$ cat config.mk
export PLATFORM = sky130hd
export DESIGN_NAME = fight_core
export DESIGN_NICKNAME = d
export VERILOG_FILES = /design/src/hw/fight_pkg.sv /design/src/hw/move_decoder.sv /design/src/hw/player_physics.sv /design/src/hw/match_referee.sv /design/src/hw/fight_core.sv
export SDC_FILE = /design/constraint.sdc
export NUM_CORES = 1
export LEC_CHECK = 0
export BUFFER_PORTS_ARGS = -buffer_cell sky130_fd_sc_hd__buf_2
export CORE_AREA = 3 3 110 112
export DETAILED_ROUTE_END_ITERATION = 10
export DIE_AREA = 0 0 113 115
export GPL_ROUTABILITY_DRIVEN = 0
export PLACE_DENSITY = 0.8
export SYNTH_ARGS = -nofsm -noshare
export SYNTH_HDL_FRONTEND = slang
export SYNTH_SLANG_ARGS = --single-unit
$ cat constraint.sdc
create_clock -name CLK_20Hz -period 5.15 [get_ports CLK_20Hz]
set_input_delay 0.515 -clock CLK_20Hz [delete_from_list [all_inputs] [get_ports CLK_20Hz]]
set_output_delay 0.515 -clock CLK_20Hz [all_outputs]
set_load 0.02 [all_outputs]
$ cat src/hw/fight_pkg.sv
`default_nettype none

package fight_pkg;

    typedef logic [6:0] coord_t;
    typedef logic [8:0] health_t;
    typedef logic [3:0] hold_cnt_t;
    typedef logic [2:0] jump_cnt_t;
    typedef logic [5:0] restart_cnt_t;

    typedef struct packed {
        logic up;
        logic left;
        logic right;
        logic attack;
    } buttons_t;

    typedef struct packed {
        logic move_left;
        logic move_right;
        logic jump;
    } player_cmd_t;

    // y grows downward, so a jump lowers y
    typedef struct packed {
        coord_t x;
        coord_t y;
    } pos_t;

    // ordered, the referee compares levels
    typedef enum logic [1:0] {
        COMBO_NONE,
        COMBO_NORMAL,
        COMBO_SPECIAL,
        COMBO_SUPER
    } combo_e;

    typedef enum logic [1:0] {
        WIN_NONE,
        WIN_P1,
        WIN_P2,
        WIN_DRAW
    } winner_e;

    typedef enum logic [1:0] {
        JUMP_GROUNDED,
        JUMP_RISING,
        JUMP_FALLING
    } jump_e;

    // ------------------------------------------------------------------
    // arena geometry
    localparam coord_t X_MIN      = 7'd0;
    localparam coord_t X_MAX      = 7'd88;
    localparam coord_t GROUND_Y   = 7'd48;
    localparam coord_t P1_START_X = 7'd16;
    localparam coord_t P2_START_X = 7'd72;
    localparam coord_t MIN_GAP    = 7'd8;
    localparam coord_t HIT_RANGE  = 7'd12;

    // jump arc peaks at y = 36
    localparam coord_t    JUMP_STEP  = 7'd2;
    localparam jump_cnt_t JUMP_TICKS = 3'd6;

    // ------------------------------------------------------------------
    // health and timing
    localparam health_t START_HEALTH = 9'd300;
    localparam health_t DMG_NORMAL   = 9'd10;
    localparam health_t DMG_SPECIAL  = 9'd20;
    localparam health_t DMG_SUPER    = 9'd40;

    localparam hold_cnt_t    SPECIAL_TICKS = 4'd4;
    localparam hold_cnt_t    SUPER_TICKS   = 4'd8;
    localparam restart_cnt_t RESTART_TICKS = 6'd40;

endpackage

`default_nettype wire

$ cat src/hw/move_decoder.sv
`timescale 1ns/1ps
`default_nettype none

module move_decoder (
    input  logic                   CLK_20Hz,
    input  logic                   rst_n,
    input  fight_pkg::buttons_t    buttons,
    output fight_pkg::player_cmd_t cmd,
    output fight_pkg::combo_e      combo
);

    fight_pkg::hold_cnt_t hold_cnt;
    fight_pkg::hold_cnt_t hold_next;
    fight_pkg::combo_e    combo_next;

    // held ticks including this one, saturates at the super threshold
    always_comb
    begin
        if (!buttons.attack)
            hold_next = '0;
        else if (hold_cnt == fight_pkg::SUPER_TICKS)
            hold_next = hold_cnt;
        else
            hold_next = hold_cnt + 1'b1;
    end

    // grade the hold into a combo level
    always_comb
    begin
        if (hold_next == '0)
            combo_next = fight_pkg::COMBO_NONE;
        else if (hold_next < fight_pkg::SPECIAL_TICKS)
            combo_next = fight_pkg::COMBO_NORMAL;
        else if (hold_next < fight_pkg::SUPER_TICKS)
            combo_next = fight_pkg::COMBO_SPECIAL;
        else
            combo_next = fight_pkg::COMBO_SUPER;
    end

    always_ff @(posedge CLK_20Hz or negedge rst_n)
    begin
        if (!rst_n)
        begin
            hold_cnt <= '0;
            cmd      <= '0;
            combo    <= fight_pkg::COMBO_NONE;
        end
        else
        begin
            hold_cnt       <= hold_next;
            // left and right together cancel out
            cmd.move_left  <= buttons.left & ~buttons.right;
            cmd.move_right <= buttons.right & ~buttons.left;
            cmd.jump       <= buttons.up;
            combo          <= combo_next;
        end
    end

    // releasing attack drops the combo on the next tick
    a_release_clears_combo: assert property (@(posedge CLK_20Hz) disable iff (!rst_n)
        !buttons.attack |=> (combo == fight_pkg::COMBO_NONE));

endmodule

`default_nettype wire

$ cat src/hw/player_physics.sv
`timescale 1ns/1ps
`default_nettype none

module player_physics #(
    parameter fight_pkg::coord_t START_X = fight_pkg::P1_START_X
) (
    input  logic                   CLK_20Hz,
    input  logic                   rst_n,
    input  logic                   round_restart,
    input  fight_pkg::player_cmd_t cmd,
    input  fight_pkg::pos_t        opponent_pos,
    output fight_pkg::pos_t        pos
);

    fight_pkg::coord_t    x;
    fight_pkg::coord_t    y;
    fight_pkg::coord_t    x_next;
    fight_pkg::coord_t    gap_left;
    fight_pkg::coord_t    gap_right;
    fight_pkg::jump_e     state;
    fight_pkg::jump_cnt_t rise_cnt;
    logic                 step_left;
    logic                 step_right;

    // ------------------------------------------------------------------
    // horizontal motion
    // distance to the opponent after a one pixel step toward it
    assign gap_left  = x - opponent_pos.x - 1'b1;
    assign gap_right = opponent_pos.x - x - 1'b1;

    always_comb
    begin
        step_left  = cmd.move_left && (x != fight_pkg::X_MIN);
        step_right = cmd.move_right && (x != fight_pkg::X_MAX);
        // spacing rule against the opponent's old x
        if ((opponent_pos.x < x) && (gap_left < fight_pkg::MIN_GAP))
            step_left = 1'b0;
        if ((opponent_pos.x > x) && (gap_right < fight_pkg::MIN_GAP))
            step_right = 1'b0;

        if (step_left)
            x_next = x - 1'b1;
        else if (step_right)
            x_next = x + 1'b1;
        else
            x_next = x;
    end

    // ------------------------------------------------------------------
    // position registers and jump FSM
    always_ff @(posedge CLK_20Hz or negedge rst_n)
    begin
        if (!rst_n)
        begin
            x        <= START_X;
            y        <= fight_pkg::GROUND_Y;
            state    <= fight_pkg::JUMP_GROUNDED;
            rise_cnt <= '0;
        end
        else if (round_restart)
        begin
            x        <= START_X;
            y        <= fight_pkg::GROUND_Y;
            state    <= fight_pkg::JUMP_GROUNDED;
            rise_cnt <= '0;
        end
        else
        begin
            x <= x_next;
            case (state)
                fight_pkg::JUMP_GROUNDED:
                begin
                    // first rising step happens on the takeoff edge
                    if (cmd.jump)
                    begin
                        y        <= y - fight_pkg::JUMP_STEP;
                        rise_cnt <= 3'd1;
                        state    <= fight_pkg::JUMP_RISING;
                    end
                end
                fight_pkg::JUMP_RISING:
                begin
                    if (rise_cnt == fight_pkg::JUMP_TICKS)
                    begin
                        y     <= y + fight_pkg::JUMP_STEP;
                        state <= fight_pkg::JUMP_FALLING;
                    end
                    else
                    begin
                        y        <= y - fight_pkg::JUMP_STEP;
                        rise_cnt <= rise_cnt + 1'b1;
                    end
                end
                fight_pkg::JUMP_FALLING:
                begin
                    y <= y + fight_pkg::JUMP_STEP;
                    if (y + fight_pkg::JUMP_STEP == fight_pkg::GROUND_Y)
                        state <= fight_pkg::JUMP_GROUNDED;
                end
                default:
                    state <= fight_pkg::JUMP_GROUNDED;
            endcase
        end
    end

    assign pos.x = x;
    assign pos.y = y;

    a_x_within_walls: assert property (@(posedge CLK_20Hz) disable iff (!rst_n)
        x inside {[fight_pkg::X_MIN:fight_pkg::X_MAX]});

    a_grounded_on_floor: assert property (@(posedge CLK_20Hz) disable iff (!rst_n)
        (state == fight_pkg::JUMP_GROUNDED) |-> (y == fight_pkg::GROUND_Y));

endmodule

`default_nettype wire

$ cat src/hw/match_referee.sv
`timescale 1ns/1ps
`default_nettype none

module match_referee (
    input  logic               CLK_20Hz,
    input  logic               rst_n,
    input  logic               restart_req,
    input  fight_pkg::combo_e  p1_combo,
    input  fight_pkg::combo_e  p2_combo,
    input  fight_pkg::pos_t    p1_pos,
    input  fight_pkg::pos_t    p2_pos,
    output fight_pkg::health_t p1_health,
    output fight_pkg::health_t p2_health,
    output fight_pkg::winner_e winner,
    output logic               round_restart
);

    fight_pkg::combo_e       p1_combo_q;
    fight_pkg::combo_e       p2_combo_q;
    fight_pkg::health_t      p1_health_next;
    fight_pkg::health_t      p2_health_next;
    fight_pkg::restart_cnt_t hold_cnt;
    logic                    in_range;
    logic                    p1_hits;
    logic                    p2_hits;
    logic                    restart_hold;

    function automatic fight_pkg::coord_t abs_diff(input fight_pkg::coord_t a,
                                                   input fight_pkg::coord_t b);
        return (a > b) ? a - b : b - a;
    endfunction

    function automatic fight_pkg::health_t damage(input fight_pkg::combo_e level);
        case (level)
            fight_pkg::COMBO_NORMAL:  return fight_pkg::DMG_NORMAL;
            fight_pkg::COMBO_SPECIAL: return fight_pkg::DMG_SPECIAL;
            fight_pkg::COMBO_SUPER:   return fight_pkg::DMG_SUPER;
            default:                  return '0;
        endcase
    endfunction

    // saturating at zero
    function automatic fight_pkg::health_t take_hit(input fight_pkg::health_t hp,
                                                    input fight_pkg::health_t dmg);
        return (hp <= dmg) ? '0 : hp - dmg;
    endfunction

    // ------------------------------------------------------------------
    // hit detection and damage
    always_comb
    begin
        in_range = (abs_diff(p1_pos.x, p2_pos.x) <= fight_pkg::HIT_RANGE) &&
                   (abs_diff(p1_pos.y, p2_pos.y) <= fight_pkg::HIT_RANGE);
        // a hit is a rising combo level while the round is open
        p1_hits  = (p1_combo > p1_combo_q) && in_range && (winner == fight_pkg::WIN_NONE);
        p2_hits  = (p2_combo > p2_combo_q) && in_range && (winner == fight_pkg::WIN_NONE);

        p2_health_next = p1_hits ? take_hit(p2_health, damage(p1_combo)) : p2_health;
        p1_health_next = p2_hits ? take_hit(p1_health, damage(p2_combo)) : p1_health;
    end

    always_ff @(posedge CLK_20Hz or negedge rst_n)
    begin
        if (!rst_n)
        begin
            p1_combo_q <= fight_pkg::COMBO_NONE;
            p2_combo_q <= fight_pkg::COMBO_NONE;
            p1_health  <= fight_pkg::START_HEALTH;
            p2_health  <= fight_pkg::START_HEALTH;
            winner     <= fight_pkg::WIN_NONE;
        end
        else
        begin
            p1_combo_q <= p1_combo;
            p2_combo_q <= p2_combo;
            if (round_restart)
            begin
                p1_health <= fight_pkg::START_HEALTH;
                p2_health <= fight_pkg::START_HEALTH;
                winner    <= fight_pkg::WIN_NONE;
            end
            else
            begin
                p1_health <= p1_health_next;
                p2_health <= p2_health_next;
                // winner latches until the next restart
                if (winner == fight_pkg::WIN_NONE)
                begin
                    if ((p1_health_next == '0) && (p2_health_next == '0))
                        winner <= fight_pkg::WIN_DRAW;
                    else if (p2_health_next == '0)
                        winner <= fight_pkg::WIN_P1;
                    else if (p1_health_next == '0)
                        winner <= fight_pkg::WIN_P2;
                end
            end
        end
    end

    // ------------------------------------------------------------------
    // round restart hold timer
    assign restart_hold = restart_req ||
                          ((p1_combo != fight_pkg::COMBO_NONE) &&
                           (winner != fight_pkg::WIN_NONE));

    always_ff @(posedge CLK_20Hz or negedge rst_n)
    begin
        if (!rst_n)
        begin
            hold_cnt      <= '0;
            round_restart <= 1'b0;
        end
        else if (!restart_hold)
        begin
            hold_cnt      <= '0;
            round_restart <= 1'b0;
        end
        else if (hold_cnt == fight_pkg::RESTART_TICKS - 1'b1)
        begin
            hold_cnt      <= '0;
            round_restart <= 1'b1;
        end
        else
        begin
            hold_cnt      <= hold_cnt + 1'b1;
            round_restart <= 1'b0;
        end
    end

    // health only climbs back on a restart
    a_health_no_rise: assert property (@(posedge CLK_20Hz) disable iff (!rst_n)
        !round_restart |=> (p1_health <= $past(p1_health)) &&
                           (p2_health <= $past(p2_health)));

endmodule

`default_nettype wire

$ cat src/hw/fight_core.sv
`timescale 1ns/1ps
`default_nettype none

module fight_core (
    input  logic               CLK_20Hz,
    input  logic               rst_n,
    input  fight_pkg::buttons_t p1_buttons,
    input  fight_pkg::buttons_t p2_buttons,
    input  logic               restart_req,
    output fight_pkg::pos_t    p1_pos,
    output fight_pkg::pos_t    p2_pos,
    output fight_pkg::health_t p1_health,
    output fight_pkg::health_t p2_health,
    output fight_pkg::combo_e  p1_combo,
    output fight_pkg::combo_e  p2_combo,
    output fight_pkg::winner_e winner
);

    fight_pkg::player_cmd_t p1_cmd;
    fight_pkg::player_cmd_t p2_cmd;
    logic                   round_restart;

    // ------------------------------------------------------------------
    // button decoding
    move_decoder i_p1_decoder (
        .CLK_20Hz (CLK_20Hz),
        .rst_n    (rst_n),
        .buttons  (p1_buttons),
        .cmd      (p1_cmd),
        .combo    (p1_combo)
    );

    move_decoder i_p2_decoder (
        .CLK_20Hz (CLK_20Hz),
        .rst_n    (rst_n),
        .buttons  (p2_buttons),
        .cmd      (p2_cmd),
        .combo    (p2_combo)
    );

    // ------------------------------------------------------------------
    // physics, each unit sees the other's position
    player_physics #(
        .START_X (fight_pkg::P1_START_X)
    ) i_p1_physics (
        .CLK_20Hz      (CLK_20Hz),
        .rst_n         (rst_n),
        .round_restart (round_restart),
        .cmd           (p1_cmd),
        .opponent_pos  (p2_pos),
        .pos           (p1_pos)
    );

    player_physics #(
        .START_X (fight_pkg::P2_START_X)
    ) i_p2_physics (
        .CLK_20Hz      (CLK_20Hz),
        .rst_n         (rst_n),
        .round_restart (round_restart),
        .cmd           (p2_cmd),
        .opponent_pos  (p1_pos),
        .pos           (p2_pos)
    );

    // ------------------------------------------------------------------
    // referee
    match_referee i_referee (
        .CLK_20Hz      (CLK_20Hz),
        .rst_n         (rst_n),
        .restart_req   (restart_req),
        .p1_combo      (p1_combo),
        .p2_combo      (p2_combo),
        .p1_pos        (p1_pos),
        .p2_pos        (p2_pos),
        .p1_health     (p1_health),
        .p2_health     (p2_health),
        .winner        (winner),
        .round_restart (round_restart)
    );

endmodule

`default_nettype wire

* Word-level counts from Yosys, hierarchy flattened
Cells that the tools add are included.
Word-level totals: flip-flop bits (word level) 87, bits of input ports 11, output and inout port bits 52, logic and storage cells 205
Operators by class: add/subtract/negate cells 21, magnitude comparators 17, eq/ne operators 27, muxes and demuxes 65, bitwise logic cells 8, reductions and logical operators 42
Operators by type and width (number):
- 7-bit two-way mux | 14
- 9-bit two-way mux | 6
- 7-bit one-hot mux with 3 select lines | 2
- 6-bit one-hot mux with 3 select lines | 2
- 2-bit two-way mux | 17
- 7-bit by 1-bit subtractor with 7-bit output, second input constant | 4
- 7-bit subtractor | 4
- 7-bit greater-than comparator | 3
- 9-bit by 6-bit <= comparator with 1-bit output | 2
- 9-bit logical NOT | 2
- 3-bit two-way mux | 6
- 9-bit by 6-bit subtractor with 9-bit output | 2
- 4-bit two-way mux | 4
- 1-bit logical AND | 15
- 7-bit by 1-bit adder with 7-bit output, second input constant | 2
- 7-bit by 2-bit adder with 7-bit output, second input constant | 2
- 7-bit by 6-bit equality test with 1-bit output, second input constant | 2
- 7-bit by 4-bit <= comparator with 1-bit output, second input constant | 2
- 7-bit by 4-bit < comparator with 1-bit output, second input constant | 2
- 7-bit < comparator | 2
- 7-bit inequality test, second input constant | 2
- 7-bit nonzero test | 2
- 7-bit by 2-bit subtractor with 7-bit output, second input constant | 2
- 2-bit equality test, second input constant | 6
- other kinds (26) | 73

* Logic depth before layout (Yosys ltp)
depth in word-level cells 13, gate-level depth with buffers 21, gate-level depth less buffers 21

* By module
From an unflattened synthesis, not the netlist that was laid out.
Second synthesis, totals: cell total of the unflattened synthesis 947, area, all modules 8095.3 µm²
By module, submodules not included:
- match_referee | instances 1, cells each 387, area an instance 3270.6 µm², sequential area each 785.8 µm²
- player_physics (i_p2_physics) | instances 1, cells each 249, area an instance 2023.2 µm², sequential area each 455.4 µm²
- player_physics (i_p1_physics) | instances 1, cells each 235, area an instance 1943.1 µm², sequential area each 454.2 µm²
- move_decoder | instances 2, cells each 38, area an instance 429.2 µm², sequential area each 225.2 µm²

* Least setup slack after synthesis
Ideal clock, no wire load.
path type reg2reg, from reg i_p1_physics.x[0], to reg i_p1_physics.x[6], library setup time 0.132 ns, data arrival time 4.112 ns, required time 5.018 ns, slack 0.906 ns, cell stages (with the launch flop) 21, buffers on the path 0, clock period less this slack 4.244 ns, cell sequence dfrtp_1 -> inv_1 -> ha_1 -> inv_1 -> fa_1 -> a211oi_1 -> o21ai_0 -> and3b_1 -> o211ai_1 -> a31oi_1 -> a21oi_1 -> ha_1 -> nor2b_1 -> o21ai_0 -> nand2b_1 -> a21o_1 -> a21oi_1 -> a211oi_1 -> mux2i_1 -> xnor2_1 -> nor2_1
Between the ends: longest elaborated chain between the ends 7, elaborated cells on any way between the ends 22, classes of those cells add/sub (6); order compare (4); eq/ne (1); mux (5); reduce/logical (6)
RTL lines:
- from (decl) | RTL line player_physics.sv:15 | fight_pkg::coord_t x;
- from (signal assigned) | RTL line player_physics.sv:69 | x <= x_next;
- 7-bit subtractor | RTL line player_physics.sv:28 | assign gap_left = x - opponent_pos.x - 1'b1;
- 7-bit by 1-bit subtractor with 7-bit output | RTL line player_physics.sv:28
- 7-bit by 4-bit < comparator with 1-bit output | RTL line player_physics.sv:36 | if ((opponent_pos.x < x) && (gap_left < fight_pkg::MIN_GAP))
- 1-bit logical AND | RTL line player_physics.sv:36
- 1-bit two-way mux | RTL line player_physics.sv:36
- 7-bit two-way mux | RTL line player_physics.sv:41 | if (step_left)
- 7-bit two-way mux | RTL line player_physics.sv:60 | else if (round_restart)
Several ways; a longest one is shown, not always the timed one. The select of a mux whose other input is x is not followed. A chain may end at the register's enable or synchronous reset.

* Worst setup path in the final report
from reg i_p1_physics.x[3], to reg i_p2_physics.x[6]
Between the ends: longest elaborated chain between the ends 7, elaborated cells on any way between the ends 15, classes of those cells add/sub (4); order compare (4); mux (4); reduce/logical (3)
RTL lines (RTL line):
- 7-bit subtractor | player_physics.sv:28
- 7-bit by 1-bit subtractor with 7-bit output | player_physics.sv:28
- 7-bit by 4-bit < comparator with 1-bit output | player_physics.sv:36
- 1-bit logical AND | player_physics.sv:36
- 1-bit two-way mux | player_physics.sv:36
- 7-bit two-way mux | player_physics.sv:41
- 7-bit two-way mux | player_physics.sv:60
- to (signal assigned) | player_physics.sv:69
- to (decl) | player_physics.sv:15
Several ways; a longest one is shown, not always the timed one.

==> flow_summary.yaml <==
routing:
  drt_iter0_drc: 432
  vias: 6001
  drt-total-wl_mm: 16.24
  dr.pass1.iters: 5
  drc: 0
  via_per_inst: 6.155
  wl_per_cell_um: 16.66
  ant_nets: 0
clock_tree:
  htreeDepth: 3
  clockBufferDepth: 2
  cts_setup_buffers: 0
  cts_resized: 0
  cts-root-buf: "clkbuf_16"
  clock_latency_ps: 340
  cts_tree: "yes"
  clk_pin_slew_ps: 60
  numCtsBuffers: 9
  clock-sinks: 85
  cts_hold_buf: 0
sta:
  hold_ws_ps: 280.6
  rsz0062_at_grt: "false"
  setup_ws_ps: 355.0
  skew_ps: 10.22
  setup_viol: 0
  final.period_utilization_pct: 93.11
  slew_headroom_pct: 30.16
  slew_viol_final: 0
  tightest_slew_ps: 1048
  min_period_ps: 4795
  fmax_mhz: 208.6
  fin_tns_setup_ps: 0
  final_hold_viol_count: 0
power:
  p_sw_share_pct: 49.35
  power.share.clock_pct: 13.2
  p_per_area_nw_per_um2: 768.6
  power_frac_comb_pct: 65.1
  power_mw: 5.787
  vdd_drop_max_v: 0.0005331
  switching_power_mw: 2.856
  p_seq_share_pct: 21.7
  p_leak_nw: 3.534
  p_int_mw: 2.931
final_layout:
  layout_commonest_cell: "nor2_1"
  layout.area.seq_um2: 2146
  multi_input_area_um2: 4267
  final_nets: 915
  layout_common_cells: "nor2_1 (84), ha_1 (72), dfrtp_1 (70)"
  syn_to_final_growth_pct: 11.26
  fill_cells: 885
  drive_above_1_share_pct: 13.36
worst_setup_path:
  crit_path_frequent_cell: "a21oi_1"
  reg2reg_slack_ps: 350
  worstReg2RegStart: "i_p1_physics.x[3]"
  crit_chain: "inv_1 -> ha_1 -> a21oi_1 -> a2111oi_0 -> a41o_1 -> or4_1 -> a31oi_1 -> a21oi_1 -> ha_1 -> a21oi_1 -> o21bai_1 -> a21o_1 -> a21oi_1 -> a211oi_1 -> mux2i_1 -> xnor2_1 -> nand2_1"
  crit_path_max_fanout: 11
  crit_path_start: "i_p1_physics.x[3]"
  setup.worst_path.class: "reg -> reg"
  cp_data_arrival_time_ps: 5030
  cp.required_ps: 5390
  critPathLaunchType: "register"
  cp_slowest_stage_delay_ps: 570
  end_kind: "register"
  critPathSlowestCell: "or4_1"
die:
  pin_count: 63
  start_util_pct: 59.78
  dieArea_um2: 13000
  chipWidth_um: 113
  coreArea_um2: 11320
  rows: 39
  die_y_um: 115
outcome:
  status: "finished, final reports clean"
yosys:
  ys.flop_type: "dfrtp_1"
  synth_seq_area_share_pct: 31.71
  synthCells: 772
  ys_seq_elements: 85
  syn_area_um2: 6768
  synth.avg_cell_area_um2: 8.767
  yosys_warnings: 0
  synth.distinct_cells: 76
  async_reset_ff_share_pct: 100.0
  synth-edff-count: 0
grt:
  grt_pass1_wl_mm: 27.85
  grt_use_total_pct: 25.84
  grt_overflow: 0
  first_global_vias: 5930
  grt_start_max_net_pins: 86
  antenna_found_initial: 0
placement:
  dpl_worst_slack_ps: 551.0
  dp_hpwl_mm: 12.13
  port_buffers: 60
min_path:
  hold_class: "in -> reg"
  min_from: "p2_buttons[3]"
run:
  drv_cap: 0
[cell usage after synthesis (6+ instances only)]
library cell / n / area share, %
nor2_1: 84 / 4.7
ha_1: 72 / 13
dfrtp_1: 70 / 26
inv_1: 65 / 3.6
nand2_1: 51 / 2.8
a21oi_1: 41 / 3.0
o21ai_0: 37 / 2.7
xnor2_1: 30 / 3.9
nand3_1: 23 / 1.7
mux2i_1: 21 / 3.1
nor3_1: 18 / 1.3
nor2b_1: 17 / 1.6
a21o_1: 15 / 1.7
dfstp_2: 15 / 5.8
o211ai_1: 13 / 1.4
a211oi_1: 12 / 1.3
clkbuf_1: 12 / 0.67
nand2b_1: 12 / 1.1
xor2_1: 12 / 1.6
a31oi_1: 8 / 0.74
o41ai_1: 8 / 1.0
nand4_1: 7 / 0.65
o21a_1: 7 / 0.78
o22ai_1: 7 / 0.65
a22o_1: 6 / 0.78
and3_1: 6 / 0.55
fa_1: 6 / 1.8
[stage by stage]
stage          utilization, %  std cells  area, µm²
2_1_floorplan               -        773       6771
3_3_place_gp            63.32        958       7168
3_5_place_dp            63.32        958       7168
4_1_cts                 66.49        974       7527
5_1_grt                 66.49        974       7527
6_report                66.51        975       7530
[worst max-delay path: cells and delay by family (launching register included)]
family	cells	cell delay [ps]
AOI/OAI and AO/OA	10	2300
xor gates and xnor gates	1	130
adders and majority gates	2	900
buffers and inverters	1	100
DFF	1	450
muxes	1	170
and+or+nand+nor	2	640
[sequential cells by signal (all words and copies together), names as in the netlist, 3 cells and up]
signal	count
i_p1_physics.x	7
i_p2_decoder.hold_cnt	4
i_referee.p1_health	9
i_p2_physics.x	7
i_p1_decoder.hold_cnt	4
i_p1_decoder.cmd	3
i_p2_physics.y	6
i_p1_physics.rise_cnt	3
i_p2_decoder.cmd	3
i_referee.hold_cnt	6
i_referee.p2_health	9
i_p2_physics.rise_cnt	3
i_p1_physics.y	6
[layout make-up]
cell class                 instances  share of cell area [%]
multi-input combinational        600                   56.66
antenna                            1                 0.03323
tap                              143                   2.376
clock buffer                      11                   3.357
sequential                        85                   28.50
inverter                          67                   3.340
clock inverter                     5                   1.412
timing repair buffer              63                   4.320
[layer usage]
| metal | global-route usage (%) | up-vias | share of wire [%] | wire length (µm) |
|---|---|---|---|---|
| met1 | 32.71 | 2913 | 42 | 6873 |
| met2 | 44.79 | 202 | 50 | 8147 |
| met3 | 4.474 | 33 | 5.8 | 946 |
| met5 | 0 | - | 0 | 0 |
| li1 | - | 2853 | - | - |
| met4 | 9.135 | 0 | 1.7 | 276 |
[cells by family (layout without fill, tap and decap cells)]
logic type | count (synthesis) | in the layout | synth area share [%]
xor+xnor | 42 | 42 | 5.435
other cells | 1 | 3 | 0.05541
fa+ha+maj | 78 | 78 | 15.09
simple gates | 259 | 259 | 18.97
flops | 85 | 85 | 31.71
buf+inv | 88 | 146 | 5.306
compound gates | 195 | 195 | 19.84
mux | 24 | 24 | 3.605
[power by group through the flow]
stage                     clock (mW)  sequential, mW  combinational, mW
final                          0.766            1.26               3.77
after detailed placement           0            1.25               3.68
after global routing           0.810            1.29               4.18
after CTS                      0.775            1.25               3.71
after floorplan                    0            1.36               2.72
after global placement             0            1.24               3.52
[worst paths after layout]
check / to / cells past startpoint
setup / recovery: i_p2_physics.x[6] / 17
setup reg to reg: i_p2_physics.x[6] / 17
min in group asynchronous: i_p2_physics.y[2] / 1
hold / removal: i_p2_decoder.cmd[0] / 1
hold reg to reg: i_referee.p2_combo_q[0] / 0
max in group asynchronous: i_referee.p2_health[6] / 1
Power figures use the tool's default switching activity.
